### src/design/round_settings.svh
`ifndef ROUND_SETTINGS_SVH
`define ROUND_SETTINGS_SVH

// single precision significand
// hidden bit plus 23 stored fraction bits
`define SIG_W 24

// guard, round and sticky below the significand
`define GUARD_W 3

// full operand significand as it leaves the adder or multiplier
`define RAW_W (`SIG_W + `GUARD_W)

`endif

### src/design/round_pkg.sv
`include "round_settings.svh"

package round_pkg;

    // rounded significand including the hidden bit
    typedef logic [`SIG_W-1:0] sig_t;

    // bits below the significand lsb, msb is guard, lsb is sticky
    typedef logic [`GUARD_W-1:0] guard_t;

    // IEEE 754 rounding direction
    typedef enum logic [1:0] {
        mode_nearest_even = 2'd0,
        mode_toward_zero  = 2'd1,
        mode_toward_pos   = 2'd2,
        mode_toward_neg   = 2'd3
    } round_mode_e;

    // operand as presented to the unit
    typedef struct packed {
        sig_t        sig;
        guard_t      guard;
        round_mode_e mode;
        logic        sign;
    } round_in_t;

    // decision stage output
    typedef struct packed {
        sig_t sig;
        logic inc;
        logic inexact;
    } round_stage_t;

    // final rounded result with flags
    typedef struct packed {
        sig_t sig;
        logic ovf;
        logic inexact;
    } round_out_t;

endpackage

### src/design/round_decide.sv
`timescale 1ns/1ps

module round_decide
    import round_pkg::*;
(
    input  logic         clk,
    input  logic         reset,
    input  logic         in_valid,
    input  round_in_t    operand,
    output logic         stage_valid,
    output round_stage_t stage
);

    // named views of the bits around the rounding point
    logic guard_bit;
    logic round_bit;
    logic sticky_bit;
    logic lsb;
    logic any_guard;
    logic above_half;
    logic tie_odd;
    logic round_up_near;
    logic away_from_zero;
    logic inc;

    assign guard_bit  = operand.guard[2];
    assign round_bit  = operand.guard[1];
    assign sticky_bit = operand.guard[0];
    assign lsb        = operand.sig[0];

    // anything dropped below the lsb makes the result inexact
    assign any_guard = guard_bit | round_bit | sticky_bit;

    // strictly more than half an ulp
    assign above_half = guard_bit & (round_bit | sticky_bit);

    // exactly half an ulp on an odd significand goes up to even
    assign tie_odd = guard_bit & ~round_bit & ~sticky_bit & lsb;

    assign round_up_near = above_half | tie_odd;

    // directed modes only move the magnitude up on their own side
    always_comb begin
        case (operand.mode)
            mode_toward_pos: away_from_zero = ~operand.sign;
            mode_toward_neg: away_from_zero = operand.sign;
            default:         away_from_zero = 1'b0;
        endcase
    end

    always_comb begin
        case (operand.mode)
            mode_nearest_even: inc = round_up_near;
            mode_toward_zero:  inc = 1'b0;
            mode_toward_pos:   inc = away_from_zero & any_guard;
            mode_toward_neg:   inc = away_from_zero & any_guard;
            default:           inc = 1'b0;
        endcase
    end

    always_ff @(posedge clk) begin
        if (reset) begin
            stage_valid <= 1'b0;
        end else begin
            stage_valid <= in_valid;
        end
    end

    // payload only loads with a valid operand
    always_ff @(posedge clk) begin
        if (reset) begin
            stage <= '0;
        end else if (in_valid) begin
            stage.sig     <= operand.sig;
            stage.inc     <= inc;
            stage.inexact <= any_guard;
        end
    end

    // an increment is only ever taken when bits were dropped
    property p_inc_implies_inexact;
        @(posedge clk) disable iff (reset)
        stage_valid && stage.inc |-> stage.inexact;
    endproperty

    a_inc_implies_inexact: assert property (p_inc_implies_inexact)
        else $error("round_decide: increment without inexact at %0t", $time);

endmodule

### src/design/round_increment.sv
`timescale 1ns/1ps

`include "round_settings.svh"

module round_increment
    import round_pkg::*;
(
    input  logic         clk,
    input  logic         reset,
    input  logic         stage_valid,
    input  round_stage_t stage,
    output logic         out_valid,
    output round_out_t   result
);

    // one extra bit to catch the carry out of the msb
    logic [`SIG_W:0] sum;
    logic            carry;
    sig_t            sig_next;

    assign sum   = {1'b0, stage.sig} + {{`SIG_W{1'b0}}, stage.inc};
    assign carry = sum[`SIG_W];

    // on carry the significand wrapped to all zeros,
    // shifting right brings the carry back in as the hidden bit
    always_comb begin
        if (carry) begin
            sig_next = sum[`SIG_W:1];
        end else begin
            sig_next = sum[`SIG_W-1:0];
        end
    end

    always_ff @(posedge clk) begin
        if (reset) begin
            out_valid <= 1'b0;
        end else begin
            out_valid <= stage_valid;
        end
    end

    always_ff @(posedge clk) begin
        if (reset) begin
            result <= '0;
        end else if (stage_valid) begin
            result.sig     <= sig_next;
            result.ovf     <= carry;
            result.inexact <= stage.inexact;
        end
    end

    // renormalized value is the hidden bit alone
    property p_ovf_value;
        @(posedge clk) disable iff (reset)
        out_valid && result.ovf |-> result.sig == {1'b1, {(`SIG_W-1){1'b0}}};
    endproperty

    a_ovf_value: assert property (p_ovf_value)
        else $error("round_increment: bad significand on overflow at %0t", $time);

    // overflow needs an increment, which the decision stage only
    // grants for an inexact operand
    property p_ovf_inexact;
        @(posedge clk) disable iff (reset)
        out_valid && result.ovf |-> result.inexact;
    endproperty

    a_ovf_inexact: assert property (p_ovf_inexact)
        else $error("round_increment: overflow on exact result at %0t", $time);

    // every result comes from a stage entry one cycle earlier
    property p_valid_source;
        @(posedge clk) disable iff (reset)
        out_valid |-> $past(stage_valid);
    endproperty

    a_valid_source: assert property (p_valid_source)
        else $error("round_increment: spurious result at %0t", $time);

endmodule

### src/design/round_unit.sv
`timescale 1ns/1ps

module round_unit
    import round_pkg::*;
(
    input  logic       clk,
    input  logic       reset,
    input  logic       in_valid,
    input  round_in_t  operand,
    output logic       out_valid,
    output round_out_t result
);

    // between decision and increment
    logic         stage_valid;
    round_stage_t stage;

    // stage 1, decide whether to bump the significand
    round_decide u_decide (
        .clk         (clk),
        .reset       (reset),
        .in_valid    (in_valid),
        .operand     (operand),
        .stage_valid (stage_valid),
        .stage       (stage)
    );

    // stage 2, add and renormalize
    round_increment u_increment (
        .clk         (clk),
        .reset       (reset),
        .stage_valid (stage_valid),
        .stage       (stage),
        .out_valid   (out_valid),
        .result      (result)
    );

endmodule

### config.mk
export PLATFORM = sky130hd
export DESIGN_NAME = round_unit
export DESIGN_NICKNAME = d
export VERILOG_FILES = /design/src/design/round_pkg.sv /design/src/design/round_decide.sv /design/src/design/round_increment.sv /design/src/design/round_unit.sv
export VERILOG_INCLUDE_DIRS = /design/src /design/src/design
export SDC_FILE = /design/constraint.sdc
export NUM_CORES = 1
export LEC_CHECK = 0
export BUFFER_PORTS_ARGS = -buffer_cell sky130_fd_sc_hd__buf_2
export CELL_PAD_IN_SITES_DETAIL_PLACEMENT = 0
export CELL_PAD_IN_SITES_GLOBAL_PLACEMENT = 1
export CORE_MARGIN = 5
export CORE_UTILIZATION = 40
export DETAILED_ROUTE_END_ITERATION = 8
export PLACE_DENSITY = 0.88
export SYNTH_ARGS = -nofsm -noshare
export SYNTH_HDL_FRONTEND = slang
export SYNTH_HIERARCHICAL = 1
export SYNTH_SLANG_ARGS = --single-unit
### constraint.sdc
create_clock -name clk -period 3.04 [get_ports clk]
set_clock_uncertainty 0.05 [all_clocks]
set_input_delay 0.152 -clock clk [delete_from_list [all_inputs] [get_ports clk]]
set_output_delay 0.152 -clock clk [all_outputs]
set_load 0.01 [all_outputs]
==> results.sh <==
export IMPL_postCtsSetupBuffers=0
export IMPL_path_class="flip-flop to flip-flop"
export IMPL_cp_max_fo=7
export IMPL_htree_levels=2
export IMPL_rows=28
export IMPL_crit_end="u_increment/result[16]"
export IMPL_endpoint_kind="flip-flop"
export IMPL_synthCells=265
export IMPL_r2r_start="u_decide/stage[2]"
export IMPL_ios=60
export IMPL_grt_max_degree=38
export IMPL_grt_util_met1_pct=23.12
export IMPL_via_count=2067
export IMPL_path_clk_slew_ps=90
export IMPL_gp_congestion=0.8693
export IMPL_synthTopCellsByArea="dfxtp_1 44%, mux2i_1 11%, nor2_1 5.5%, xnor2_1 4.3%, nand3_1 3.7%"
export IMPL_vias_per_cell=5.246
export IMPL_layout_drive_gt1_share_pct=22.88
export IMPL_worstSkewPairLatency_ps=300
export IMPL_cts_tree="done"
export IMPL_ys_seq_elements=54
export IMPL_r2r_slack_ps=470
export IMPL_first_pass_iters=4
export IMPL_port_buffers=59
export IMPL_final_seq_area_um2=1081
export IMPL_synth_commonest_cells="54 x dfxtp_1, 36 x nor2_1, 26 x mux2i_1"
export IMPL_worst_r2r_path_depth=7
export IMPL_max_freq_ghz=0.3893
export IMPL_drc=0
export IMPL_synth_top_area_share_pct=43.81
export IMPL_setup_violations=0
export IMPL_maxSlewViolCount=0
export IMPL_power_mw=1.284
export IMPL_avgSynthCellArea_um2=9.311
export IMPL_syn_nets=300
export IMPL_synth_top_area_cell="dfxtp_1"
export IMPL_nNetsFinal=354
export IMPL_overflow=0
export IMPL_cts_sinks=54
export IMPL_ys_flop_type="dfxtp_1"
export IMPL_cts_resized=0
export IMPL_antenna_found_initial=0
export IMPL_yosysWarnings=6
export IMPL_synth_edf_count=0
export IMPL_nFillCells=604
export IMPL_grt_util_met3_pct=3.724
export IMPL_fin_cells=394
export IMPL_start_util_pct=41.43
export IMPL_hold_viol_final=0
export IMPL_yosysMostFrequentCell="dfxtp_1"
export IMPL_ys_seq_area_share_pct=43.81
export IMPL_multiInputGateArea_um2=1300
export IMPL_min_path_type="input pin to flip-flop"
export IMPL_die_y_um=88.54
export IMPL_ant_nets=0
export IMPL_fin_tns_setup_ps=0
export IMPL_maxSlewHeadroom_pct=31.96
export IMPL_startpoint_type="flip-flop"
export IMPL_netlist_area_um2=2467
export IMPL_status="completed"
export IMPL_startpoint="u_decide/stage[2]"
export IMPL_wire_per_inst_um=14.46
export IMPL_grt_busiest_layer="met2"
export IMPL_hpwl_um=4480
export IMPL_peakVddDrop_v=0.0002207
export IMPL_fin_crit_ps=2569
export IMPL_grtUsageMet2_pct=23.73
export IMPL_cts_root_buf="clkbuf_8"
export IMPL_wirelength_um=5697
export IMPL_clock_path_buffers=2
export IMPL_dpl_cell_count=387
export IMPL_numCtsBuffers=5
export IMPL_worst_pin_slew_ps=1017
export IMPL_synth_cell_types=42
export IMPL_coreArea_um2=5956
export IMPL_grt_usage_pct=16.03
export IMPL_die_area_um2=7839
export IMPL_period_share_pct=84.50
export IMPL_rsz0062_at_grt="false"
export IMPL_antenna_cells=0
export IMPL_grt_pass1_vias=1990
export IMPL_power_leakage_nw=1.237
export IMPL_area_growth_pct=16.28
export IMPL_die_w_um=88.54
export IMPL_p_per_area_nw_per_um2=447.6
export IMPL_required_ps=3180
export IMPL_worstReg2RegEnd="u_increment/result[16]"
export IMPL_ys_async_sr_fraction_pct=0
export IMPL_cap_violations=0
export IMPL_arrival_ps=2710
export IMPL_holdBufCountCts=0
export IMPL_grt_pass1_wl_um=9763
export IMPL_drt_iter0_drc=116
==> kinds of logic (layout without fill, tap and decap cells) <==
kind of cell               after synthesis  after routing  synth area share [%]
muxes                                   27             27                 11.00
xor gates and xnor gates                17             17                 6.034
adders and majority gates                2              2                 1.014
AOI/OAI and AO/OA                       37             37                 11.26
and+or+nand+nor                        112            112                 23.38
DFF                                     54             54                 43.81
buffers and inverters                   16             70                 3.499
==> layout by cell type, fill, tap and decap left out, types with 2 or more instances in the layout <==
cell type  netlist  final
inv_1            2      2
nand2b_1         8      8
nor4_1           4      4
nor2b_1          2      2
a22o_1           7      7
nand4_1          9      9
a21oi_1          7      7
dfxtp_1         54     54
buf_4            2      2
nand2_1         18     18
a221o_1          4      4
xnor2_1         12     12
ha_1             2      2
nor3_1           4      4
mux2i_1         26     26
a211oi_1         2      2
nand3_1         18     18
buf_2            3     59
clkbuf_8         0      5
o21ai_0          8      8
and4_1           5      5
clkbuf_1         7      2
xor2_1           5      5
nor2_1          36     36
==> registers in the layout (all words and copies together), names as in the netlist <==
register and count:
u_increment/result 26, u_decide/stage_valid 1, u_increment/out_valid 1, u_decide/stage 26
==> through the flow <==
step	worst slack [ps]	hold slack, ps	util, %	instance area [µm²]
after floorplan	639.6	236.5	-	2467
after global placement	539.2	335.1	46.89	2793
after detailed placement	482.6	342.1	46.89	2793
after CTS	460.7	20.13	48.17	2869
after global routing	278.9	33.00	48.17	2869
final	471.2	34.88	48.17	2869
==> where the power goes <==
| group | total, mW | leakage, nW | switching, mW | internal, mW |
|---|---|---|---|---|
| Clock | 0.369 | 0.0383 | 0.209 | 0.159 |
| Combinational | 0.137 | 0.757 | 0.0685 | 0.0686 |
| Sequential | 0.778 | 0.442 | 0.0396 | 0.739 |
==> critical path, cell delays in order, from the launching register on <==
cell	delay, ps
dfxtp_1	340
ha_1	200
ha_1	210
and4_1	360
nand4_4	170
or4_1	620
and2_4	210
a221o_1	290
==> worst min-delay path by stage <==
| stage | start | to | slack (ps) | depth (start not counted) |
|---|---|---|---|---|
| after floorplan | reset | u_increment/out_valid | 240 | 1 |
| after global placement | operand[9] | u_decide/stage[5] | 340 | 3 |
| after detailed placement | operand[29] | u_decide/stage[25] | 340 | 3 |
| after CTS | operand[29] | u_decide/stage[25] | 20 | 3 |
| after global routing | operand[29] | u_decide/stage[25] | 30 | 3 |
| final | operand[29] | u_decide/stage[25] | 30 | 3 |
==> area by class of cell <==
type | instances | area share [%]
clock buffers | 7 | 2.660
inverters | 2 | 0.2617
repair buffers | 61 | 10.82
well taps | 75 | 3.271
flip-flops and latches | 54 | 37.68
multi-input cells | 195 | 45.31
==> routing by layer <==
| metal | vias up | wire (µm) | part of all wire, % |
|---|---|---|---|
| met5 | - | 0 | 0 |
| met4 | 0 | 63 | 1.1 |
| met3 | 5 | 296 | 5.2 |
| met2 | 47 | 2569 | 45 |
| met1 | 952 | 2767 | 49 |
| li1 | 1063 | - | - |
(Power assumes the default switching activity.)
